File: config.mk
export PLATFORM = sky130hd
export DESIGN_NAME = dispatch_rename
export DESIGN_NICKNAME = d
export VERILOG_FILES = /design/src/logic/ooo_isa_pkg.sv /design/src/logic/ooo_core_pkg.sv /design/src/logic/dispatch_rename.sv
export SDC_FILE = /design/constraint.sdc
export NUM_CORES = 1
export LEC_CHECK = 0
export ABC_AREA = 1
export BUFFER_PORTS_ARGS = -buffer_cell sky130_fd_sc_hd__buf_2
export CAP_MARGIN = 20
export CORE_AREA = 2 2 153 155
export CTS_CLUSTER_DIAMETER = 100
export DETAILED_ROUTE_END_ITERATION = 10
export DIE_AREA = 0 0 155 157
export HOLD_SLACK_MARGIN = 0.02
export PLACE_DENSITY = 0.73
export SLEW_MARGIN = 20
export SYNTH_ARGS = -nofsm -noshare
export SYNTH_HDL_FRONTEND = slang
export SYNTH_SLANG_ARGS = --single-unit
File: constraint.sdc
create_clock -name clk -period 2.5 [get_ports clk]
set_clock_uncertainty 0.2 [all_clocks]
set_input_delay 0.375 -clock clk [delete_from_list [all_inputs] [get_ports clk]]
set_output_delay 0.375 -clock clk [all_outputs]
set_load 0.005 [all_outputs]
File: src/logic/ooo_isa_pkg.sv
package ooo_isa_pkg;

    localparam int data_width = 16;
    localparam int num_regs = 8;

    typedef logic [$clog2(num_regs)-1:0] reg_idx_t;
    typedef logic [data_width-1:0] data_t;

    // li loads the 8-bit immediate, zero-extended
    // mul goes to the multiplier, all others to the ALU
    typedef enum logic [2:0] {
        add,
        sub,
        and_op,
        xor_op,
        li,
        mul
    } op_e;

endpackage
File: src/logic/ooo_core_pkg.sv
package ooo_core_pkg;

    localparam int tag_width = 4;
    localparam int num_tags = 2 ** tag_width;
    localparam int birthday_width = 8;
    localparam int alu_rs_depth = 4;
    localparam int mul_rs_depth = 2;

    // tag 0 means the value sits in the register file
    typedef logic [tag_width-1:0] tag_t;
    typedef logic [birthday_width-1:0] birthday_t;

    typedef struct packed {
        logic                valid;
        ooo_isa_pkg::op_e      op;
        ooo_isa_pkg::reg_idx_t rd;
        ooo_isa_pkg::reg_idx_t rs1;
        ooo_isa_pkg::reg_idx_t rs2;
        logic [7:0]          imm;
    } dispatch_t;

    typedef struct packed {
        logic               valid;
        ooo_isa_pkg::op_e   op;
        tag_t               rs1_tag;
        tag_t               rs2_tag;
        logic               rs1_ready;
        logic               rs2_ready;
        ooo_isa_pkg::data_t rs1_value;
        ooo_isa_pkg::data_t rs2_value;
        tag_t               rd_tag;
        birthday_t          birthday;
    } rs_entry_t;

    typedef struct packed {
        logic               valid;
        ooo_isa_pkg::op_e   op;
        ooo_isa_pkg::data_t a;
        ooo_isa_pkg::data_t b;
        tag_t               rd_tag;
    } issue_t;

    typedef struct packed {
        logic               valid;
        tag_t               tag;
        ooo_isa_pkg::data_t value;
    } cdb_t;

endpackage

File: src/logic/dispatch_rename.sv
`timescale 1ns/1ns

module dispatch_rename (
    input  logic                      clk,
    input  logic                      reset,
    input  ooo_core_pkg::dispatch_t   dispatch_in,
    input  ooo_core_pkg::cdb_t        cdb,
    input  logic                      alu_full,
    input  logic                      mul_full,
    output logic                      stall,
    output logic                      idle,
    output ooo_core_pkg::rs_entry_t   alu_entry,
    output logic                      alu_write,
    output ooo_core_pkg::rs_entry_t   mul_entry,
    output logic                      mul_write,
    input  ooo_isa_pkg::reg_idx_t     read_addr,
    output ooo_isa_pkg::data_t        read_data
);
    import ooo_isa_pkg::*;
    import ooo_core_pkg::*;

    data_t regs [num_regs];
    tag_t reg_tag [num_regs];
    // bit 0 is never set
    logic [num_tags-1:0] tag_busy;
    birthday_t next_birthday;

    tag_t free_tag;
    logic tag_avail;
    logic to_mul;
    logic accept;
    reg_idx_t [1:0] src_idx;
    tag_t [1:0] src_tag;
    logic [1:0] src_ready;
    data_t [1:0] src_value;
    rs_entry_t entry;

    // lowest free tag wins
    always_comb begin
        free_tag = '0;
        tag_avail = 1'b0;
        for (int t = num_tags - 1; t >= 1; t--) begin
            if (!tag_busy[t]) begin
                free_tag = tag_t'(t);
                tag_avail = 1'b1;
            end
        end
    end

    assign to_mul = (dispatch_in.op == mul);
    assign stall = dispatch_in.valid && (!tag_avail || (to_mul ? mul_full : alu_full));
    assign accept = dispatch_in.valid && !stall;
    assign idle = ~|tag_busy;
    assign read_data = regs[read_addr];

    // rename lookup, with a same-cycle CDB hit counting as ready
    always_comb begin
        src_idx[0] = dispatch_in.rs1;
        src_idx[1] = dispatch_in.rs2;
        for (int s = 0; s < 2; s++) begin
            src_tag[s] = (src_idx[s] == '0) ? '0 : reg_tag[src_idx[s]];
            src_ready[s] = 1'b1;
            src_value[s] = regs[src_idx[s]];
            if (src_tag[s] != '0) begin
                if (cdb.valid && cdb.tag == src_tag[s]) begin
                    src_value[s] = cdb.value;
                end else begin
                    src_ready[s] = 1'b0;
                end
            end
        end
    end

    always_comb begin
        entry.valid = 1'b1;
        entry.op = dispatch_in.op;
        entry.rs1_tag = src_tag[0];
        entry.rs2_tag = src_tag[1];
        entry.rs1_ready = src_ready[0];
        entry.rs2_ready = src_ready[1];
        entry.rs1_value = src_value[0];
        entry.rs2_value = src_value[1];
        entry.rd_tag = free_tag;
        entry.birthday = next_birthday;
        // immediate travels as operand a
        if (dispatch_in.op == li) begin
            entry.rs1_tag = '0;
            entry.rs2_tag = '0;
            entry.rs1_ready = 1'b1;
            entry.rs2_ready = 1'b1;
            entry.rs1_value = {8'h00, dispatch_in.imm};
            entry.rs2_value = '0;
        end
    end

    assign alu_entry = entry;
    assign mul_entry = entry;
    assign alu_write = accept && !to_mul;
    assign mul_write = accept && to_mul;

    always_ff @(posedge clk) begin
        if (reset) begin
            tag_busy <= '0;
            next_birthday <= '0;
            for (int r = 0; r < num_regs; r++) begin
                regs[r] <= '0;
                reg_tag[r] <= '0;
            end
        end else begin
            if (cdb.valid) begin
                tag_busy[cdb.tag] <= 1'b0;
                // only where the map still points at this producer
                for (int r = 1; r < num_regs; r++) begin
                    if (reg_tag[r] == cdb.tag) begin
                        regs[r] <= cdb.value;
                        reg_tag[r] <= '0;
                    end
                end
            end
            if (accept) begin
                tag_busy[free_tag] <= 1'b1;
                next_birthday <= next_birthday + 1'b1;
                if (dispatch_in.rd != '0) begin
                    reg_tag[dispatch_in.rd] <= free_tag;
                end
            end
        end
    end

endmodule

## After elaboration in Yosys (flattened, before gate mapping)

Memory sizes are Yosys's and may differ from the RTL's.
Cells that the tools add are included.

- Bits in registers: 24
- Bits in writable memories: 160
- Input bits: 49
- Output and inout bits: 136
- Word-level logic and storage cells: 185
- Memories kept: 2

Memories:

| name | words | width | rd ports | clocked after memory_dff | write ports | line | RTL |
|---|---|---|---|---|---|---|---|
| regs | 8 | 16 | 3 | 0 | 8 | dispatch_rename.sv:22 | `data_t regs [num_regs];` |
| reg_tag | 8 | 4 | 9 | 0 | 8 | dispatch_rename.sv:23 | `tag_t reg_tag [num_regs];` |

- $add $sub $neg: 1
- Order comparisons: 4
- Equality and inequality tests: 18
- Mux-type cells: 100
- Bitwise gates (word level): 38
- Reduce and logical (&&, ||, !) cells: 20

Operators by type and width:

| operator | count |
|---|---|
| 2-to-1 mux 16 bit | 14 |
| 2-to-1 mux 4 bit | 25 |
| 2-to-1 mux 1 bit | 57 |
| 2-to-1 mux 42 bit | 1 |
| == test 4 bit | 9 |
| == test 3 bit, first input constant | 7 |
| AND 16 bit | 1 |
| NOT 16 bit | 1 |
| bitwise OR 16 bit | 1 |
| OR reduction 16 bit | 1 |
| AND 1 bit | 14 |
| bitwise OR 1 bit | 14 |
| < comparator 4 x 5 -> 1 bit, second input constant | 2 |
| adder 8 x 1 -> 8 bit, second input constant | 1 |
| demux 1 bit (select 4 bit) | 2 |
| >= comparator 4 x 1 -> 1 bit, second input constant | 2 |
| logical AND 1 bit | 8 |
| nonzero test 4 bit | 2 |
| NOT 1 bit | 7 |
| == test 3 bit, second input constant | 2 |
| zero test 3 bit | 2 |
| zero test 1 bit | 4 |
| OR reduction 4 bit | 1 |
| 2-to-1 mux 3 bit | 1 |
| 2 further kinds | 2 |

## Depth between registers and ports, before layout

Gate-level depths: netlist of run 1.

- Depth after elaboration: 26
- Mapped depth: 17
- Depth with buffers taken out: 17

## Least setup slack after synthesis of run 1

OpenSTA, ideal clock, no wires.

- Path type: input-to-output
- From: in dispatch_in[11] (netlist name)
- To: out mul_entry[40] (netlist name)
- Arrival: 1932 ps
- Data required time: 1925 ps
- Slack: -7 ps
- Cell stages on the path: 14
- Path through: buf_6 -> buf_6 -> a21oi_2 -> o21ai_1 -> nand3_1 -> nand3_2 -> nand2_2 -> nand4_4 -> nor2_8 -> nand3_4 -> buf_6 -> o21a_1 -> nor2_1 -> buf_4

RTL lines:

| element | line | RTL |
|---|---|---|
| start, declared | dispatch_rename.sv:6 | `input ooo_core_pkg::dispatch_t dispatch_in,` |
| end, declared | dispatch_rename.sv:14 | `output ooo_core_pkg::rs_entry_t mul_entry,` |

==> results of run 1 <==
[synth_stat cells, drive strengths merged (7+ instances only)]
cell	count	area, µm²
o211ai	26	210
dfxtp	24	480
a211oi	12	90.1
nand3	97	546
o21ai	190	951
nor4	10	62.6
nor3	16	80.1
edfxtp	144	4320
xor2	7	61.3
nand4	20	153
inv	159	597
nand2	228	873
o22ai	12	75.1
buf	101	728
nor2	247	951
a21oi	159	803
clkbuf	57	214
a311oi	7	61.3
clkinv	9	33.8
a31oi	18	113
[path summary, 6_finish.rpt]
| path | endpoint | slack [ns] | depth (start not counted) |
|---|---|---|---|
| worst min-delay path | regs[2][5]$_SDFFCE_PN0P_ | 0.17 | 3 |
| worst max register to register | regs[5][1]$_SDFFCE_PN0P_ | 0.16 | 7 |
| worst max-delay path | alu_entry[33] | -0.50 | 14 |
| worst min register to register | tag_busy[0]$_SDFF_PP0_ | 0.27 | 2 |
[flip-flops by register name, indices dropped and copies added, names as in the netlist]
register / count
reg_tag: 32
next_birthday: 8
tag_busy: 16
regs: 112
[worst max-delay path: cells and delay by family (launching register included)]
family / cells / cell delay (ns)
buf+inv: 3 / 0.35
compound gates: 2 / 0.19
simple gates: 9 / 1.04
flops: 1 / 0.41
[layer usage]
metal  global-route usage (%)  wire, µm  part of all wire, %  up-vias
met5                        0         0                    0        -
met4                     22.3      2760                  6.7        0
met3                     4.43      3790                  9.2      170
met2                     56.8     19800                   48      791
met1                     40.3     15000                   36     5695
li1                         -         -                    -     5717
[area by class of cell]
class / instances / share of cell area (%)
multi-input cells: 1080 / 38.9
flip-flops and latches: 168 / 33.3
repair buffers: 344 / 17.0
inverters: 168 / 4.39
clock buffers: 17 / 2.95
well taps: 285 / 2.47
clock inverters: 15 / 0.962
diodes: 1 / 0.0173
[kinds of logic (layout without fill, tap and decap cells)]
| kind of cell | after synthesis | count (layout) | share of synthesized area [%] |
|---|---|---|---|
| AND/OR/NAND/NOR | 621 | 624 | 23.2 |
| AO/OA/AOI/OAI | 440 | 440 | 21.0 |
| buffers and inverters | 326 | 544 | 13.6 |
| flip-flops | 168 | 168 | 41.4 |
| XOR/XNOR | 9 | 9 | 0.680 |
| other | 2 | 7 | 0.0647 |
| adder cells (fa/ha/maj) | 1 | 1 | 0.108 |
[power groups by stage]
stage	Sequential (mW)	Combinational (mW)	Clock, mW
2_1_floorplan	3.30	1.08	0
3_3_place_gp	3.32	1.71	0
3_5_place_dp	3.33	1.74	0
4_1_cts	3.27	1.81	2.59
5_1_grt	3.28	2.12	2.68
6_report	3.27	1.96	2.58
[repair_timing]
action | CTS | global route
endpoints found under the hold margin | 0 | 0
setup endpoints to repair | 88 | 122
cloned | 3 | 0
pin swaps | 13 | 25
gates resized for setup | 34 | 87
setup buffers | 8 | 12
hold buffers | 0 | 0
[per-stage QoR]
step	utilization [%]	instance area [µm²]	setup WS [ns]	hold WS (ns)	TNS [ns]
3_3_place_gp	58.8	13200	-0.237	0.239	-15.76
5_1_grt	64.1	14400	-0.615	0.173	-37.27
6_report	64.1	14400	-0.499	0.170	-28.59
2_1_floorplan	-	11600	-0.00681	0.228	-0.00681
3_5_place_dp	58.8	13200	-0.265	0.251	-20.25
4_1_cts	62.3	14000	-0.413	0.150	-24.27
==> results by group, run 1 <==
Run status
  • Outcome: finished, violations left
  • Failing checks: DRC, setup timing

Floorplan
  • Cell Rows: 55
  • I/O pin total: 185
  • DIE HEIGHT: 157 µm
  • Initial Utilization: 51.5%
  • Core Area: 22500 µm²
  • Die Area: 24300 µm²
  • Die W: 155 µm

Power and ir drop
  • Pwr Density: 541 nW/µm²
  • Net Sw Power: 2.47 mW
  • Switching part of the total: 31.6%
  • Pwr Total: 7.81 mW
  • Gate power share: 25.1%
  • Clock share of power: 33.1%
  • Leakage power: 6.28 nW
  • Seq pwr share: 41.8%
  • Peak supply drop: 0.479 mV
  • Pint: 5.34 mW

Route
  • Final Routed Wirelength: 41300 µm
  • Via count: 12400
  • First-pass detailed-route iteration total: 9
  • DR iter-0 viols: 1387
  • Remaining DRCs: 1
  • Via density: 5.95
  • Routed Antenna Nets: 0
  • WL/cell: 19.9 µm

Global routing
  • Total track usage: 33.6%
  • Initial antenna violation count: 0
  • Grt ovf: 0
  • Maximum number of pins on one net before global-route repair: 55
  • First-pass GRT wire length: 62700 µm
  • Vias in the first global route: 11600

Critical path
  • Crit Path Class: flop to output port
  • CP startpoint: reg_tag[1][3]$_SDFFCE_PN0P_
  • Cell mode on critical path: nand2_2
  • Crit path largest cell delay: 0.41 ns
  • Worst Path Arrival: 2.42 ns
  • Worst Path Max Fanout: 5
  • Crit path cell chain: inv_2, a21oi_2, o21ai_1, nand3_1, nand3_2, nand2_2, nand4_4, nor2_8, buf_12, nand3_4, nand2_2, nand3_2, nand2_2, buf_2
  • CP Data Required Time: 1.92 ns
  • CP Launch Type: flop
  • Reg-to-reg startpoint: reg_tag[5][2]$_SDFFCE_PN0P_
  • Crit-path slowest cell: edfxtp_1
  • Critical Path End Type: output port

Logic synthesis
  • Post-synthesis average cell area: 7.40 µm²
  • FFs w/ async S/R, synth: 0%
  • Seq cells post-synth: 168
  • Sequential fraction of the synthesis area: 41.4%
  • Mapped cell area: 11600 µm²
  • Ys flop type: edfxtp_1
  • Unique masters post-synth: 46
  • Post-synth EDFFs: 144
  • Warnings from Yosys: 0
  • Synth Instances: 1567

Clock network
  • Htree depth: 4
  • Clock buffers created by TritonCTS: 17
  • CTS root buffer: clkbuf_16
  • Clk pin slew, worst setup/hold paths: 0.07 ns
  • Worst-case clock buffer depth: 2
  • Clock Sinks: 168
  • CTS tree: built
  • Clock latency on the worst-skew pair: 0.44 ns

Timing
  • FMAX: 333 MHz
  • Number of failing hold endpoints at the final stage: 0
  • Final Max Slew Viols: 0
  • Fin crit period: 3.00 ns
  • Worst setup margin: -0.499 ns
  • Unrepaired setup endpoints after global routing: true
  • Final worst-path cycle share: 120%
  • Final setup vio count: 70
  • Worst Max-Slew Pin Slew: 0.562 ns
  • Worst slew margin: 62.4%

Min path
  • Worst Hold Class: input pin to flop
  • Hold path startpoint: cdb[5]

Finish
  • Area occupied by multi-input gates: 5610 µm²
  • Most frequent cells in the layout: nor2_1, nand2_1, o21ai_0
  • Fill cell count: 1952
  • Most common cell after layout, fill and taps aside: nor2_1
  • Register area: 4810 µm²
  • Syn-to-layout area delta: 24.4%
  • Finished Layout Cells: 2078
  • Layout cell share with drive strength beyond 1: 28.3%
  • Post-layout nets: 1829

Place
  • Placed cells: 2022
  • Final Wtd Congestion: 0.983
  • HPWL after DPL: 28400 µm
  • # port buffers: 182

Job
  • Max-cap check violation count: 0
No activity file was read; power rests on OpenSTA's default activity.
==> run 2, diff against run 1 <==
--- a/config.mk
+++ b/config.mk
@@ -5,15 +5,15 @@
 export SDC_FILE = /design/constraint.sdc
 export NUM_CORES = 1
 export LEC_CHECK = 0
-export ABC_AREA = 1
+export ABC_AREA = 0
 export BUFFER_PORTS_ARGS = -buffer_cell sky130_fd_sc_hd__buf_2
 export CAP_MARGIN = 20
-export CORE_AREA = 2 2 153 155
+export CORE_AREA = 2 2 150 152
 export CTS_CLUSTER_DIAMETER = 100
 export DETAILED_ROUTE_END_ITERATION = 10
-export DIE_AREA = 0 0 155 157
+export DIE_AREA = 0 0 152 154
 export HOLD_SLACK_MARGIN = 0.02
-export PLACE_DENSITY = 0.73
+export PLACE_DENSITY = 0.74
 export SLEW_MARGIN = 20
 export SYNTH_ARGS = -nofsm -noshare
 export SYNTH_HDL_FRONTEND = slang
==> results by group, run 2 <==
Run status
  • Outcome: finished, violations left
  • Failing checks: setup timing

Critical path
  • Worst Path Arrival: 2.88 ns
  • Reg2Reg Setup Slack: 0.19 ns
  • Reg2Reg Depth: 11
  • Worst Path Max Fanout: 5
  • Reg-to-reg startpoint: tag_busy[3]$_SDFF_PP0_
  • Crit-path slowest cell: mux4_2
  • CP Data Required Time: 1.92 ns
  • Crit path cell chain: mux4_2, nor2_4, a31oi_4, xor2_2, buf_4, nor4_4, buf_6, buf_12, mux2i_2, buf_2
  • Crit Path Class: flop to output port
  • CP Launch Type: flop
  • Crit path largest cell delay: 0.52 ns
  • Critical R2R Capture: next_birthday[6]$_SDFFE_PP0N_
  • Critical Path End Type: output port

Global routing
  • Grt ovf: 0
  • First-pass GRT wire length: 54300 µm
  • Initial antenna violation count: 2
  • Total track usage: 29.7%
  • Maximum number of pins on one net before global-route repair: 43
  • Vias in the first global route: 9703

Timing
  • Unrepaired setup endpoints after global routing: true
  • Final worst-path cycle share: 138%
  • Hold_ws: 0.220 ns
  • Worst slew margin: 58.1%
  • Worst Max-Slew Pin Slew: 0.629 ns
  • Number of failing hold endpoints at the final stage: 0
  • Final setup vio count: 76
  • Fin crit period: 3.45 ns
  • FMAX: 290 MHz
  • Final Max Slew Viols: 0
  • Worst setup margin: -0.953 ns

Logic synthesis
  • FFs w/ async S/R, synth: 0%
  • Warnings from Yosys: 0
  • Unique masters post-synth: 59
  • Post-synth EDFFs: 144
  • Post-synthesis average cell area: 10.3 µm²
  • Seq cells post-synth: 168
  • Synth Instances: 1081
  • Synth top area cells: edfxtp_1, mux4_2, mux2_2
  • Share of the synthesized area in the top cell type: 38.7%
  • Ys flop type: edfxtp_1
  • Mapped cell area: 11200 µm²
  • Synth area leader: edfxtp_1
  • Most common cell in the netlist: edfxtp_1
  • Post-synth top cells: edfxtp_1, nor2_1, nand2_1
  • Sequential fraction of the synthesis area: 43.0%

Finish
  • # diodes: 0
  • Post-layout nets: 1391
  • Max FFs per register: 112
  • Fill cell count: 1594
  • Layout Utilization: 66.7%
  • Most common cell after layout, fill and taps aside: buf_2
  • Syn-to-layout area delta: 29.5%
  • Area occupied by multi-input gates: 5850 µm²
  • Largest reg by FF count: regs
  • Register area: 4830 µm²
  • Most frequent cells in the layout: buf_2, buf_4, edfxtp_1
  • Layout cell share with drive strength beyond 1: 44.5%
  • Post-route cell area: 14500 µm²
  • Finished Layout Cells: 1634
  • Top flop regs: regs: 112 flops, reg_tag: 32 flops, tag_busy: 16 flops

Place
  • HPWL after DPL: 24900 µm
  • DP Area: 13200 µm²
  • Placed cells: 1561
  • # port buffers: 182
  • Final Wtd Congestion: 0.931

Floorplan
  • I/O pin total: 185
  • Die Area: 23400 µm²
  • Cell Rows: 54
  • Die W: 152 µm
  • Initial Utilization: 51.6%
  • DIE HEIGHT: 154 µm
  • Core Area: 21700 µm²

Route
  • Via count: 10100
  • Remaining DRCs: 0
  • WL/cell: 22.0 µm
  • Via density: 6.16
  • DR iter-0 viols: 941
  • First-pass detailed-route iteration total: 7
  • Routed Antenna Nets: 0
  • Final Routed Wirelength: 36000 µm

Clock network
  • Clk pin slew, worst setup/hold paths: 0.07 ns
  • Clock latency on the worst-skew pair: 0.44 ns
  • Clock Sinks: 168
  • Worst-case clock buffer depth: 2
  • CTS root buffer: clkbuf_16
  • Clock buffers created by TritonCTS: 17
  • CTS tree: built
  • Htree depth: 4

Power and ir drop
  • Peak supply drop: 0.532 mV
  • Pwr Density: 540 nW/µm²
  • Leakage power: 5.99 nW

Min path
  • Hold Crit Endpoint: regs[6][4]$_DFFE_PP_
  • Hold path startpoint: cdb[4]
  • WHS Path Cells: 3
  • Worst Hold Class: input pin to flop

Job
  • Max-cap check violation count: 0
==> run 2: cell types whose count changed in the layout (fill, tap and decap cells not counted), moves of 28 or more <==
cell      delta
a21oi_1    -121
a22oi_1     +28
inv_1      -100
mux2_2      +48
mux4_2      +51
nand2_1    -122
nand2b_1    +36
nand3_1     -45
nor2_1      -89
o21ai_0    -134
==> run 2: where the power goes <==
part	internal (mW)	total [mW]	leakage, nW	switching (mW)
clock network	1.49	2.66	0.278	1.16
registers	3.18	3.29	1.69	0.113
logic	0.913	1.87	4.02	0.956
total	5.59	7.82	5.99	2.23
==> run 2: timing repair <==
action | CTS | global route
endpoints found under the setup margin | 75 | 84
hold buffers | 0 | 0
endpoints found under the hold margin | 0 | 0
pin swaps | 12 | 18
buffers inserted | 23 | 19
resized for setup | 53 | 41
==> run 2: layout make-up <==
type,instances,area share [%]
clock inverter,14,1.12
sequential,168,33.3
tap,280,2.42
clock buffer,18,2.96
inverter,43,1.13
multi-input combinational,734,40.4
timing repair buffer,377,18.6
==> run 2: logic make-up after synthesis <==
kind of cell / after synthesis / synth area share, %
buffers and inverters: 183 / 8.48
other: 2 / 0.0672
and+or+nand+nor: 349 / 14.8
AOI/OAI and AO/OA: 197 / 11.6
adders and majority gates: 1 / 0.112
xor gates and xnor gates: 42 / 3.29
muxes: 139 / 18.7
DFF: 168 / 43.0
==> run 2: stage by stage <==
step           setup slack [ns]  total power, mW  setup TNS [ns]
3_5_place_dp             -0.784             5.01          -38.98
2_1_floorplan            -0.497             4.35          -19.16
4_1_cts                  -0.948             7.75          -58.88
6_report                 -0.953             7.82          -60.80
5_1_grt                   -1.07             8.07          -69.04
3_3_place_gp             -0.667             4.98          -33.37
==> run 2: how the worst max path moves through the flow <==
| stage | from | end | slack (ns) | cells after the start |
|---|---|---|---|---|
| floorplan | dispatch_in[11] | mul_entry[33] | -0.50 | 9 |
| global placement | dispatch_in[8] | alu_entry[17] | -0.67 | 11 |
| detailed placement | dispatch_in[9] | alu_entry[17] | -0.78 | 11 |
| CTS | reg_tag[6][0]$_SDFFCE_PN0P_ | mul_entry[23] | -0.95 | 10 |
| global route | reg_tag[5][2]$_SDFFCE_PN0P_ | alu_entry[22] | -1.07 | 11 |
| finish | reg_tag[6][0]$_SDFFCE_PN0P_ | mul_entry[23] | -0.95 | 10 |
==> run 2: metal layers <==
layer	vias up	part of all wire, %	global-route usage, %
li1	4443	-	-
met1	4841	39	38.8
met5	-	0.058	0
met2	695	47	48.7
met4	4	2.6	10.4
met3	89	11	7.27
==> run 2: worst max-delay path: cells and delay by family (launching register included) <==
kind                      cells  cell delay, ns
buffers and inverters         4            0.62
DFF                           1            0.43
xor gates and xnor gates      1            0.18
and+or+nand+nor               2            0.39
muxes                         2            0.75
AOI/OAI and AO/OA             1            0.05
