==> src/logic/ooo_isa_pkg.sv <==
package ooo_isa_pkg;

    localparam int data_width = 16;
    localparam int num_regs = 8;

    typedef logic [$clog2(num_regs)-1:0] reg_idx_t;
    typedef logic [data_width-1:0] data_t;

    // li loads the 8-bit immediate, zero-extended
    // mul goes to the multiplier, all others to the ALU
    typedef enum logic [2:0] {
        add,
        sub,
        and_op,
        xor_op,
        li,
        mul
    } op_e;

endpackage
==> src/logic/ooo_core_pkg.sv <==
package ooo_core_pkg;

    localparam int tag_width = 4;
    localparam int num_tags = 2 ** tag_width;
    localparam int birthday_width = 8;
    localparam int alu_rs_depth = 4;
    localparam int mul_rs_depth = 2;

    // tag 0 means the value sits in the register file
    typedef logic [tag_width-1:0] tag_t;
    typedef logic [birthday_width-1:0] birthday_t;

    typedef struct packed {
        logic                valid;
        ooo_isa_pkg::op_e      op;
        ooo_isa_pkg::reg_idx_t rd;
        ooo_isa_pkg::reg_idx_t rs1;
        ooo_isa_pkg::reg_idx_t rs2;
        logic [7:0]          imm;
    } dispatch_t;

    typedef struct packed {
        logic               valid;
        ooo_isa_pkg::op_e   op;
        tag_t               rs1_tag;
        tag_t               rs2_tag;
        logic               rs1_ready;
        logic               rs2_ready;
        ooo_isa_pkg::data_t rs1_value;
        ooo_isa_pkg::data_t rs2_value;
        tag_t               rd_tag;
        birthday_t          birthday;
    } rs_entry_t;

    typedef struct packed {
        logic               valid;
        ooo_isa_pkg::op_e   op;
        ooo_isa_pkg::data_t a;
        ooo_isa_pkg::data_t b;
        tag_t               rd_tag;
    } issue_t;

    typedef struct packed {
        logic               valid;
        tag_t               tag;
        ooo_isa_pkg::data_t value;
    } cdb_t;

endpackage

==> src/logic/mul_unit.sv <==
`timescale 1ns/1ns

module mul_unit (
    input  logic                 clk,
    input  logic                 reset,
    input  ooo_core_pkg::issue_t issue,
    input  logic                 grant,
    output logic                 busy,
    output ooo_core_pkg::cdb_t   result
);
    import ooo_isa_pkg::*;
    import ooo_core_pkg::*;

    logic s1_valid;
    tag_t s1_tag;
    data_t s1_a;
    data_t s1_b;

    logic s2_valid;
    tag_t s2_tag;
    data_t s2_lo;
    logic [7:0] s2_hi;

    logic [15:0] prod_lo;
    logic [7:0] prod_hi;
    logic freeze;

    // split on b's bytes, the high half only needs its low 8 bits
    assign prod_lo = s1_a * s1_b[7:0];
    assign prod_hi = s1_a[7:0] * s1_b[15:8];

    // whole pipe stops while the last stage waits for the CDB
    assign freeze = result.valid && !grant;
    assign busy = freeze;

    always_ff @(posedge clk) begin
        if (reset) begin
            s1_valid <= 1'b0;
            s2_valid <= 1'b0;
            result.valid <= 1'b0;
        end else if (!freeze) begin
            s1_valid <= issue.valid;
            s1_tag <= issue.rd_tag;
            s1_a <= issue.a;
            s1_b <= issue.b;

            s2_valid <= s1_valid;
            s2_tag <= s1_tag;
            s2_lo <= prod_lo;
            s2_hi <= prod_hi;

            result.valid <= s2_valid;
            result.tag <= s2_tag;
            result.value <= s2_lo + {s2_hi, 8'h00};
        end
    end

endmodule

==> config.mk <==
export PLATFORM = sky130hd
export DESIGN_NAME = mul_unit
export DESIGN_NICKNAME = d
export VERILOG_FILES = /design/src/logic/ooo_isa_pkg.sv /design/src/logic/ooo_core_pkg.sv /design/src/logic/mul_unit.sv
export SDC_FILE = /design/constraint.sdc
export NUM_CORES = 1
export LEC_CHECK = 0
export BUFFER_PORTS_ARGS = -buffer_cell sky130_fd_sc_hd__buf_2
export CORE_MARGIN = 2
export CORE_UTILIZATION = 37
export DETAILED_ROUTE_END_ITERATION = 6
export PLACE_DENSITY_LB_ADDON = 0.15
export SYNTH_ARGS = -nofsm -noshare
export SYNTH_HDL_FRONTEND = slang
export SYNTH_SLANG_ARGS = --single-unit
==> constraint.sdc <==
create_clock -name clk -period 11 [get_ports clk]
set_input_delay 0.55 -clock clk [delete_from_list [all_inputs] [get_ports clk]]
set_output_delay 0.55 -clock clk [all_outputs]
set_load 0.005 [all_outputs]
== Word-level counts from Yosys, hierarchy flattened ==
Cells that the tools add are included.

* Register bits: 87
* Input bits: 43
* Output and inout bits: 22
* Logic and storage cells: 19

* $add $sub $neg: 1
* $mul: 2
* Bitwise logic cells: 2
* Reductions and logical operators: 3

{| class="wikitable"
|+ Operators with widths
! operator !! count
|-
| adder 16 bit || 1
|-
| multiplier 16 x 8 -> 16 bit || 1
|-
| multiplier 8 x 8 -> 8 bit || 1
|-
| inverter 1 bit || 2
|-
| AND reduction 2 bit || 1
|-
| logical AND 1 bit || 1
|-
| zero test 1 bit || 1
|}

== Logic depth before layout (Yosys ltp) ==
Gate-level depths: netlist of the first run.

* Depth in word-level cells: 4
* Depth in mapped cells: 17
* Mapped depth without buffers: 16

== Worst setup path before layout of the first run ==
OpenSTA, ideal clock, no wires.

* Kind: input to register
* From: input grant
* To: register result[0] in the netlist's numbering, enable pin
* Setup time: 527 ps
* Arrival: 4262 ps
* Data required time: 10473 ps
* Slack: 6210 ps
* Cell stages on the path: 3
* Path buffers: 1
* Cells stage by stage: nor2b_1 -> clkbuf_1 -> nor2_1

* Longest elaborated chain between the ends: 4

{| class="wikitable"
|+ Ends and longest elaborated chain
! element !! RTL line !! text
|-
| start, declared || mul_unit.sv:7 || <nowiki>input logic grant,</nowiki>
|-
| zero test 1 bit || mul_unit.sv:33 || <nowiki>assign freeze = result.valid && !grant;</nowiki>
|-
| logical AND 1 bit || mul_unit.sv:33 ||
|-
| named net busy || mul_unit.sv:8 || <nowiki>output logic busy,</nowiki>
|-
| inverter 1 bit (no line) || -- ||
|-
| AND reduction 2 bit (no line) || -- ||
|-
| end, declared || mul_unit.sv:9 || <nowiki>output ooo_core_pkg::cdb_t result</nowiki>
|}

The timed path passes the listed nets, and every way through them passes these cells.
A chain may end at the register's enable or synchronous reset.

== Worst setup path in the final report of the first run ==
* From: register s1_b[2]
* To: register s2_lo[15] (data pin)

* Longest elaborated chain between the ends: 1

{| class="wikitable"
|+ Ends and longest elaborated chain
! element !! RTL line !! text
|-
| start, declared || mul_unit.sv:17 || <nowiki>data_t s1_b;</nowiki>
|-
| start signal, assigned || mul_unit.sv:45 || <nowiki>s1_b <= issue.b;</nowiki>
|-
| multiplier 16 x 8 -> 16 bit || mul_unit.sv:29 || <nowiki>assign prod_lo = s1_a * s1_b[7:0];</nowiki>
|-
| named net prod_lo[15] || mul_unit.sv:24 || <nowiki>logic [15:0] prod_lo;</nowiki>
|-
| end signal, assigned || mul_unit.sv:49 || <nowiki>s2_lo <= prod_lo;</nowiki>
|-
| end, declared || mul_unit.sv:21 || <nowiki>data_t s2_lo;</nowiki>
|}

The timed path passes the listed nets, and every way through them passes these cells.

==> results, run 1 <==
- In the finished design, the share of the clock period the worst path needs comes to 0.4231.
- In this run, post-CTS repair resized a total of 0 instances.
- The core footprint is 17360 um2.
- For hold timing, the worst endpoint is s1_b[2]$_DFFE_PP_.
- During placement, the flow inserted port buffers numbering 61.
- The final hold violation count is 0.
- The max-slew violation count is 0.
- TritonCTS built the clock tree.
- The layout overhead on the synthesized area is 13.30%.
- The worst register-to-register path begins at s1_b[2]$_DFFE_PP_.
- The data arrival time of the critical path is 4.74 ns.
- The cell sitting at the root of the clock tree is a sky130_fd_sc_hd__clkbuf_16.
- The number of global-route vias before repair is 4294.
- The critical path is of the register to register type.
- The setup check on the worst reg-to-reg path leaves a slack of 6.35 ns.
- The post-detailed-placement cell area is 7137 um2.
- Yosys mapped a number of flops with a built-in enable equal to 84.
- The wire-length estimate of the detail-placed layout is 8877 um.
- The number of antenna violations at the first check in global routing is 0.
- At the worst endpoint, the required time is 11.09 ns.
- The total global-route track usage is 0.1415.
- Using the TritonRoute via totals, the vias-per-cell ratio works out to 4.508.
- The count of nets left with antenna violations once routing finished came out at 0.
- The static power due to leakage is 3.334 nW.
- The maximum clock path buffer count is 2.
- The number of endpoints failing setup at the final stage is 0.
- The number of cells produced by synthesis is 572.
- The maximum resistive drop on vdd is 0.00009980 V.
- TritonCTS created 9 clock buffers.
- The number of hold buffers added after cts is 0.
- The depth of the worst register-to-register path is 12.
- The weighted congestion at the end of routability-driven global placement is 0.7868.
- The wire length of the first global-routing pass is 20600 um.
- For this design the top-level I/O count stands at 65.
- The die covers 18910 um2.
- The leading cell type in the layout, fill and taps excluded is sky130_fd_sc_hd__inv_1.
- Among the stages of the critical path, the cell type that occurs most often is sky130_fd_sc_hd__fa_1.
- The hold path startpoint is issue[6].
- Final hold analysis gives a worst-case slack of 0.3690 ns.
- In this run the vertical extent of the chip is 137.5 um.
- The worst relative slew slack is 0.2991.
- The detailed router placed 3877 vias in this run.
- The number of iterations in the first detailed-routing pass is 4.
- The synthesized flop and latch total is 87.
- The later-pin clock latency in the skew report is 0.35 ns.
- The maximum net fanout on the critical path is 14.
- The buffers inserted during post-CTS setup optimization is 0.
- For this configuration, the core starts out at a cell density of 0.3800.
- The endpoint of the lowest-slack register-to-register path is s2_lo[15]$_DFFE_PP_.
- The overall routed net length is 11830 um.
- For the finished layout, the period the worst path requires is 4.654 ns.
- The post-detailed-route wirelength per cell is 13.76 um.
- The diode insertion count for antenna repair is 0.
- The detailed router's first-iteration violation count is 150.
- On the critical path, the stage with the largest delay is an instance of sky130_fd_sc_hd__edfxtp_1.
- The H-tree level count is 3.
- For this run, the register share of the synthesized area comes to 0.3915.
- The post-synth net total is 735.
- In this run the cell area of the synthesized design comes to 6596 um2.
- The number of rows in the core area is 48.
- The proportion of register bits with asynchronous set or reset after synthesis is 0.
- The worst-margin pin slew is 1.051 ns.
- The most frequently used flop master after synthesis is sky130_fd_sc_hd__edfxtp_1.
- The pin count of the biggest net entering global routing is 85.
- The max-cap check violation count is 0.
- During synthesis, Yosys emitted a total of 0 warnings.
- After clock tree synthesis, the clock-pin slew on the worst setup and hold paths is 0.07 ns.
- The worst hold path class is input port to register.
- Summed over all layers, the global routing overflow is 0.
- The power density over cell area is 208.6 nW/um2.
- The highest cell delay on the worst timing path is 0.62 ns.
- The launch point of the critical path is s1_b[2]$_DFFE_PP_.
- The horizontal die dimension is 137.5 um.
- The flow ran to the end, and the final reports show no timing, DRC or antenna violations.
- The average instance in the mapped netlist occupies 11.53 um2.
- Traced cell by cell, the critical path runs through and2_1, fa_1, inv_1, fa_1, fa_1, fa_1, inv_1, ha_1, a21boi_1, o41ai_1, a31oi_1, xnor2_1.
- Between clock sinks in the finished design, the worst skew comes to 0.009204 ns.
- The nature of the critical path endpoint is a register.
- The number of remaining DRC errors is 0.
- The total negative slack for setup checks is 0 ns.
- The total non-filler cell area in the finished layout is 7473 um2.
- The maximum clock frequency is 214.9 MHz.
- The kind of start point of the critical path is a register.
- The number of sinks on the clock net is 87.
- Setup repair after global routing left no endpoint under its margin.
- The number of cells on the worst hold path is 1.
- In the layout the commonest cells are sky130_fd_sc_hd__inv_1 (101), sky130_fd_sc_hd__edfxtp_1 (84), sky130_fd_sc_hd__fa_1 (73).
- The number of distinct standard cells referenced by the synthesized netlist is 35.
- The layout cell share with drive strength beyond 1 is 0.1402.
- The post-layout net count is 793.
## logic make-up after synthesis
group	count (synthesis)	synth area share
AND/OR/NAND/NOR	168	0.1297
multiplexers	2	0.003035
flip-flops	87	0.3915
AO/OA/AOI/OAI	33	0.03490
adder cells (fa/ha/maj)	120	0.3107
XOR/XNOR	46	0.06335
buffers and inverters	116	0.06677
## worst max path at each step
stage / endpoint / slack (ns) / cells past startpoint
after floorplan: result[0]$_DFFE_PP_ / 6.21 / 3
after detailed placement: s2_lo[15]$_DFFE_PP_ / 6.39 / 12
after CTS: s2_lo[15]$_DFFE_PP_ / 6.37 / 12
final: s2_lo[15]$_DFFE_PP_ / 6.35 / 12
after global placement: s2_lo[15]$_DFFE_PP_ / 6.38 / 12
after global routing: s2_lo[15]$_DFFE_PP_ / 6.15 / 12
## metrics by stage
step                power [mW]  setup slack, ns    util  std cells
finish                   1.559            6.346  0.4306        860
global route             1.709            6.149  0.4306        860
CTS                      1.585            6.368  0.4306        860
detailed placement       1.231            6.390  0.4112        844
global placement         1.216            6.379  0.4112        844
floorplan                1.070            6.210       -        572
## synthesized netlist by cell type, types with 3 or more instances
cell	n	area share
sky130_fd_sc_hd__dfxtp_1	3	0.0091
sky130_fd_sc_hd__and2_2	4	0.0046
sky130_fd_sc_hd__ha_1	47	0.089
sky130_fd_sc_hd__xnor2_1	37	0.049
sky130_fd_sc_hd__a21oi_1	10	0.0076
sky130_fd_sc_hd__o21ai_0	3	0.0023
sky130_fd_sc_hd__fa_1	73	0.22
sky130_fd_sc_hd__and2_1	72	0.068
sky130_fd_sc_hd__clkbuf_1	13	0.0074
sky130_fd_sc_hd__nor2_1	16	0.0091
sky130_fd_sc_hd__nand2b_1	3	0.0028
sky130_fd_sc_hd__a21o_1	7	0.0080
sky130_fd_sc_hd__o21a_1	4	0.0046
sky130_fd_sc_hd__edfxtp_1	84	0.38
sky130_fd_sc_hd__nand2_1	63	0.036
sky130_fd_sc_hd__inv_1	101	0.057
sky130_fd_sc_hd__xor2_1	7	0.0093
sky130_fd_sc_hd__nor2b_1	4	0.0038
## registers in the layout, summed over array words and instances, names as in the netlist
register and flops:
s1_a 16, s1_tag 4, s2_valid 1, s1_b 16, s2_lo 16, s2_tag 4
result 21, s1_valid 1, s2_hi 8
## worst max-delay path, delay by kind of cell (launching register included)
family | cells | cell delay (ns)
adder cells (fa/ha/maj) | 5 | 2.40
flip-flops | 1 | 0.62
AO/OA/AOI/OAI | 3 | 0.84
AND/OR/NAND/NOR | 1 | 0.28
XOR/XNOR | 1 | 0.16
buffers and inverters | 2 | 0.10
## report_power, final
| part | switching [mW] | internal [mW] |
|---|---|---|
| logic | 0.366 | 0.336 |
| registers | 0.0328 | 0.479 |
| clock network | 0.140 | 0.205 |
## per-layer routing
metal | routed length, um | track usage | vias to the layer above
li1 | - | - | 1906
met1 | 5586 | 0.1846 | 1886
met2 | 5618 | 0.2369 | 69
met3 | 428 | 0.02391 | 16
met4 | 200 | 0.05269 | 0
met5 | 0 | 0 | -
## area by class of cell
type / count / area, um2
fillers: 1614 / 9883
multi-input cells: 369 / 3581
flip-flops and latches: 87 / 2582
inverters: 101 / 379.1
repair buffers: 62 / 312.8
well taps: 225 / 281.5
clock buffers: 9 / 225.2
clock inverters: 7 / 111.4
No activity file was read; power rests on OpenSTA's default activity.
==> run 2, diff against run 1 <==
- clock period: 11 -> 4.65 ns (I/O delays scaled with it)
==> run 2 against run 1 <==
  * Hold slack got worse by 0.32 ns
  * First-iteration DRC count up 1.3%
  * Via count is 0.44% higher
==> results, run 2 (synthesis results as in run 1) <==
- The total global-route track usage is 0.1428.
- For this configuration, the core starts out at a cell density of 0.3800.
- The placed instances occupy a cell area of 7262 um2.
- The total non-filler cell area in the finished layout is 7619 um2.
- In this run the count of I/O pins placed on the die edge is 65.
- The area growth from synthesis to layout is 15.50%.
- The die covers 18910 um2.
- The library cell used as clock root buffer is sky130_fd_sc_hd__clkbuf_16.
- The layer flagged by global routing as most heavily used is met2.
- No sink is reached through more buffers than the 2 on the longest clock path.
- The weighted congestion at the end of routability-driven global placement is 0.8471.
- VDD sags by at most 0.0002185 V.
- In the global route stage, met2 resource usage came out at 0.2391.
- TritonCTS built the clock tree.
- The tightest hold path in the finished design has a slack of 0.04888 ns.
- CTS built an H-tree with a depth of 3.
- The worst setup path is captured at a register.
- The final HPWL from detailed placement is 9396 um.
- Clock-pin slew was measured on the worst setup and hold paths at 0.07 ns.
- Across all register-to-register paths, the minimum setup slack is 0.22 ns.
- The horizontal die dimension is 137.5 um.
- The overall power is 3.695 mW.
- The count of buffers inserted at the top-level ports is 61.
- The clock reaches the later pin of the worst-skew pair after 0.36 ns.
- The met1 layer usage reported by global route is 0.1825.
- The worst setup slack after placement is 0.09393 ns.
- The worst hold path class is input port to register.
- The flow ran to the end, and the final reports show no timing, DRC or antenna violations.
- On the final layout, the worst clock skew is 0.01098 ns.
- The core region is 17360 um2.
- The number of rows in the core area is 48.
- The final hold violation count came to 0.
- The clock period minus worst slack is 4.432 ns.
- The number of remaining DRC errors is 0.
- The library cell used most frequently in the layout, excluding fill and tap cells, is sky130_fd_sc_hd__inv_1.
- In this run the power density over the cells is 484.9 nW/um2.
- The maximum clock frequency is 225.6 MHz.
- Counting the fill cells in the layout gives 1603.
- The classification of the worst setup path is register to register.
- The detailed router's first-iteration violation count is 152.
- Measured against its own limit, the worst slew margin works out to 0.3846.
- In the routed layout, each cell is associated on average with a via count of 4.440.
- STA classifies the critical path startpoint as a register.
- The data required time at the worst endpoint is 4.74 ns.
- Clock tree synthesis found a total of 87 sinks.
- The number of antenna violations at the first check in global routing is 0.
- The number of vias in the routed layout is 3894.
- The layout cell share with drive strength beyond 1 is 0.1641.
- Max-cap violations in this run came to 0.
- The max-slew violation count is 0.
- The global routing met3 resource utilization is 0.02649.
- The data arrival time of the critical path is 4.52 ns.
- Measured in cells, the most critical reg-to-reg path has a length of 14.
- The number of global-route vias before repair is 4144.
- The static power due to leakage is 3.426 nW.
- The number of iterations in the first detailed-routing pass is 4.
- The setup slack after layout is 0.2176 ns.
- Summed over all layers, the global routing overflow is 0.
- The post-detailed-route wirelength per cell is 13.56 um.
- The ratio of final minimum period to clock period is 0.9532.
- After detailed routing, the total wire length is 11890 um.
- Setup repair after global routing left no endpoint under its margin.
- The maximum net fanout on the critical path is 7.
- Entering global routing, the biggest net connects 53 pins.
- The repair_antennas step left the layout with diodes totalling 0.
- The register with the most flip-flops in the layout has 21 of them.
- After the last flow step, the layout net total stands at 810.
- Once detail routing completed, the nets flagged for antenna violations numbered 0.
- The number of buffers inserted during clock tree synthesis is 9.
- The library cells used most frequently in the layout, excluding fill and tap cells, are sky130_fd_sc_hd__inv_1 (101), sky130_fd_sc_hd__edfxtp_1 (84), sky130_fd_sc_hd__fa_1 (73).
- The number of cells on the worst hold path is 1.
- After routing, the total negative slack on setup checks comes to 0 ns.
- result holds more flip-flops than any other register.
- Setup violations remaining at the end of the flow were counted as 0.
- At the pin with the least slew margin, the transition time is 0.9208 ns.
- The first global-routing pass estimated 20300 um of wire.
- The die is 137.5 um tall.
## run 2: cell type report
type,count,area (um2),share of cell area
inverters,101,379.1,0.04976
clock inverters,7,108.9,0.01429
flip-flops and latches,87,2582,0.3390
well taps,225,281.5,0.03695
clock buffers,9,225.2,0.02956
multi-input cells,369,3588,0.4710
repair buffers,79,452.9,0.05945
## run 2: report_power, final
part	leakage (nW)	switching (mW)	internal, mW
registers	0.846	0.0654	1.13
logic	2.42	0.872	0.812
clock network	0.165	0.329	0.484
## run 2: worst paths after layout
| kind | end | from |
|---|---|---|
| worst max-delay path | s2_lo[15]$_DFFE_PP_ | s1_a[6]$_DFFE_PP_ |
| worst min-delay path | s1_tag[2]$_DFFE_PP_ | issue[2] |
| worst max register to register | s2_lo[15]$_DFFE_PP_ | s1_a[6]$_DFFE_PP_ |
| worst min register to register | s2_tag[2]$_DFFE_PP_ | s1_tag[2]$_DFFE_PP_ |
## run 2: per-layer routing
metal / wire length, um / part of all wire / vias to the layer above
met3: 423 / 0.036 / 12
met1: 5501 / 0.46 / 1882
met2: 5749 / 0.48 / 59
li1: - / - / 1941
met4: 212 / 0.018 / 0
met5: 0 / 0 / -
## run 2: stage by stage
step | utilization | instances
final | 0.4389 | 877
after global placement | 0.4184 | 859
after CTS | 0.4376 | 875
after detailed placement | 0.4184 | 859
after global routing | 0.4389 | 877
after floorplan | - | 572
## run 2: worst max-delay path, stage by stage, from the launching register on
cell and delay (ns):
sky130_fd_sc_hd__edfxtp_1 0.55, sky130_fd_sc_hd__and2_2 0.26, sky130_fd_sc_hd__fa_1 0.53, sky130_fd_sc_hd__inv_1 0.05, sky130_fd_sc_hd__fa_1 0.52, sky130_fd_sc_hd__inv_1 0.05, sky130_fd_sc_hd__fa_1 0.52, sky130_fd_sc_hd__inv_1 0.06
sky130_fd_sc_hd__fa_1 0.57, sky130_fd_sc_hd__inv_1 0.05, sky130_fd_sc_hd__ha_1 0.33, sky130_fd_sc_hd__or3_1 0.38, sky130_fd_sc_hd__o21ai_0 0.08, sky130_fd_sc_hd__a31oi_1 0.07, sky130_fd_sc_hd__xnor2_1 0.15
## run 2: timing repair
item,4_1_cts,5_1_grt
resized for setup,0,1
buffers inserted,0,2
hold buffers,0,0
setup endpoints to repair,0,3
==> run 3, diff against run 2 <==
- RECOVER_POWER: default -> 100
==> run 3 against run 2 <==
  * The run now ends with capacitance limit, slew limit left
  * Final area shrank 0.77%
  * Critical path depth unchanged
  * Non-clock buffer count stayed put
  * Worst setup slack got worse by 0.0014 ns
  * Hold slack hardly changed
  * Register-to-register slack barely moved
  * Die area did not move
  * Clock-buffer cell count is the same
  * Critical path type unchanged
  * Critical endpoint unchanged
  * Largest power group unchanged
==> results, run 3 (synthesis results as in run 1) <==
- The wire length of the first global-routing pass is 20300 um.
- The number of sinks on the clock net is 87.
- The clock reaches the later pin of the worst-skew pair after 0.36 ns.
- For this run the aggregate overflow at the end of global routing stands at 0.
- Relative to the synthesized area, the layout overhead comes to 14.61%.
- The detailed router's first-iteration violation count is 148.
- The worst setup slack after placement is 0.09393 ns.
- Dividing total power by cell area gives a power density of 486.0 nW/um2.
- The final reports fail on capacitance limit, slew limit.
- No sink is reached through more buffers than the 2 on the longest clock path.
- The setup path with the least slack is of type register to register.
- The max-slew violation count is 34.
- The clock period could shrink to 4.434 ns.
- The total negative slack for setup checks is 0 ns.
- The startpoint identified for the worst hold timing path is issue[2].
- The multi-input combinational cells in the finished layout cover a total of 3570 um2.
- On the final layout, the worst clock skew is 0.01128 ns.
- The pin count of the biggest net entering global routing is 53.
- Of the available clock period, the critical path in the final layout requires 0.9535.
- The worst path meets setup with 0.2163 ns of slack.
- In the final layout, flip-flops and latches occupy 2582 um2.
- The worst hold path class is input port to register.
- Across every metal layer, demand over resource in global routing totals 0.1428.
- At the pin with the least slew margin, the transition time is 2.518 ns.
- In the final layout, the share of cells above drive strength 1 is 0.1411.
- In this run, post-CTS hold repair placed 0 buffers.
- Leaving out fill and tap cells, the most frequent cell in the layout is sky130_fd_sc_hd__inv_1.
- For this design the total switching power over the nets is 1.261 mW.
- After floorplanning, the core was sized to cover 17360 um2.
- The number of antenna violations at the first check in global routing was 0.
- The die is 137.5 um tall.
- Hold is met by 0.04896 ns.
- The data arrival time of the critical path is 4.52 ns.
- The count of buffers added on input and output ports is 61.
- Tracing the worst setup path back leads to its startpoint at s1_a[6]$_DFFE_PP_.
- Once detail routing completed, the nets flagged for antenna violations numbered 0.
- STA classifies the critical path startpoint as a register.
- The maximum resistive drop on vdd is 0.0002185 V.
- The detail-routed via count per cell is 4.453.
- The library cell used as clock root buffer is sky130_fd_sc_hd__clkbuf_16.
- Leaving out fill and tap cells, the most frequent cells in the layout are sky130_fd_sc_hd__inv_1 (101), sky130_fd_sc_hd__edfxtp_1 (84), sky130_fd_sc_hd__fa_1 (73).
- The H-tree level count is 3.
- The total I/O pin count is 65.
- The clock tree from TritonCTS is built.
- Of the total power, the clock network draws 0.222.
- The register with the most flip-flops in the layout has 21 of them.
- The number of global-route vias before repair is 4144.
- The internal cell power is 2.413 mW.
- The static power due to leakage is 3.372 nW.
- The final HPWL from detailed placement is 9396 um.
- The critical register-to-register path startpoint is s1_a[6]$_DFFE_PP_.
- STA puts the critical path data required time at 4.74 ns.
- Clock tree synthesis inserted a total of 9 buffers.
- The maximum clock frequency is 225.5 MHz.
- The worst setup path is captured at a register.
- The routed layout has 3905 vias.
- For this run, the detailed router's first-pass iteration total came to 4.
- After filler insertion, the fill cell instance count of the layout stands at 1621.
- The effective utilization at floorplan is 0.3800.
- Setup violations remaining at the end of the flow were counted as 0.
- Max-cap violations in this run came to 1.
- After detailed routing, the total wire length is 11920 um.
- The weighted congestion at the end of routability-driven global placement is 0.8471.
- The number of remaining DRC errors is 0.
- The floorplan has 48 rows.
- In this run the tightest slew margin relative to its limit is -0.6846.
- The switching part of the total power is 0.3432.
- The clock-pin slew on the worst setup and hold paths is 0.07 ns.
- The flow ran to the end, but the final reports show violations.
- The repair_antennas step left the layout with diodes totalling 0.
- In the final routed layout, each cell accounts on average for 13.59 um.
- The share of total power dissipated in combinational logic is 0.452.
- Of the total power, registers draw 0.327.
- Setup repair after global routing left no endpoint under its margin.
- The horizontal die dimension is 137.5 um.
- result holds more flip-flops than any other register.
- The final hold violation count was 0.
- The maximum net fanout on the critical path is 7.
- The die footprint is 18910 um2.
- The net count of the finished layout is 810.
## run 3: cell count changes in the layout (fill, tap and decap cells not counted), sizes merged
cell    change
buf        -13
clkbuf     +13
## run 3: stage by stage
step,util,power [mW],instance area (um2),std cells
floorplan,-,2.530,6596,572
global placement,0.4184,2.898,7262,859
detailed placement,0.4184,2.919,7262,859
CTS,0.4376,3.752,7596,875
global route,0.4356,4.046,7560,877
finish,0.4356,3.674,7560,877
## run 3: final timing paths
path,cells past startpoint,slack [ns],end
max,14,0.22,s2_lo[15]$_DFFE_PP_
min,1,0.05,s1_tag[2]$_DFFE_PP_
max reg2reg,14,0.22,s2_lo[15]$_DFFE_PP_
min reg2reg,0,0.42,s2_tag[2]$_DFFE_PP_
## run 3: repair_timing
item | in CTS | in global routing
setup buffers | 0 | 2
resized for setup | 0 | 1
endpoints found under the setup margin | 0 | 3
## run 3: area by class of cell
cell class,instances,share of cell area
Clock buffer,9,0.02979
Clock inverter,7,0.01440
Inverter,101,0.05015
Multi-Input combinational cell,369,0.4722
Sequential cell,87,0.3416
Tap cell,225,0.03724
Timing Repair Buffer,79,0.05462
## run 3: critical path, stage by stage, from the launching register on
cell                       delay, ns
sky130_fd_sc_hd__edfxtp_1       0.55
sky130_fd_sc_hd__and2_2         0.26
sky130_fd_sc_hd__fa_1           0.53
sky130_fd_sc_hd__inv_1          0.05
sky130_fd_sc_hd__fa_1           0.52
sky130_fd_sc_hd__inv_1          0.05
sky130_fd_sc_hd__fa_1           0.52
sky130_fd_sc_hd__inv_1          0.06
sky130_fd_sc_hd__fa_1           0.57
sky130_fd_sc_hd__inv_1          0.05
sky130_fd_sc_hd__ha_1           0.33
sky130_fd_sc_hd__or3_1          0.38
sky130_fd_sc_hd__o21ai_0        0.08
sky130_fd_sc_hd__a31oi_1        0.07
sky130_fd_sc_hd__xnor2_1        0.15
## run 3: metal layers
| layer | up-vias | GRT usage | part of all wire |
|---|---|---|---|
| met4 | 0 | 0.05842 | 0.018 |
| met2 | 72 | 0.2391 | 0.48 |
| met1 | 1879 | 0.1825 | 0.46 |
| met5 | - | 0 | 0 |
| met3 | 12 | 0.02649 | 0.042 |
| li1 | 1942 | - | - |
## run 3: power groups by stage
| stage | logic (mW) | clock network [mW] | registers [mW] |
|---|---|---|---|
| floorplan | 1.33 | 0 | 1.20 |
| global placement | 1.68 | 0 | 1.22 |
| detailed placement | 1.70 | 0 | 1.22 |
| CTS | 1.71 | 0.838 | 1.20 |
| global route | 1.96 | 0.872 | 1.22 |
| finish | 1.66 | 0.814 | 1.20 |
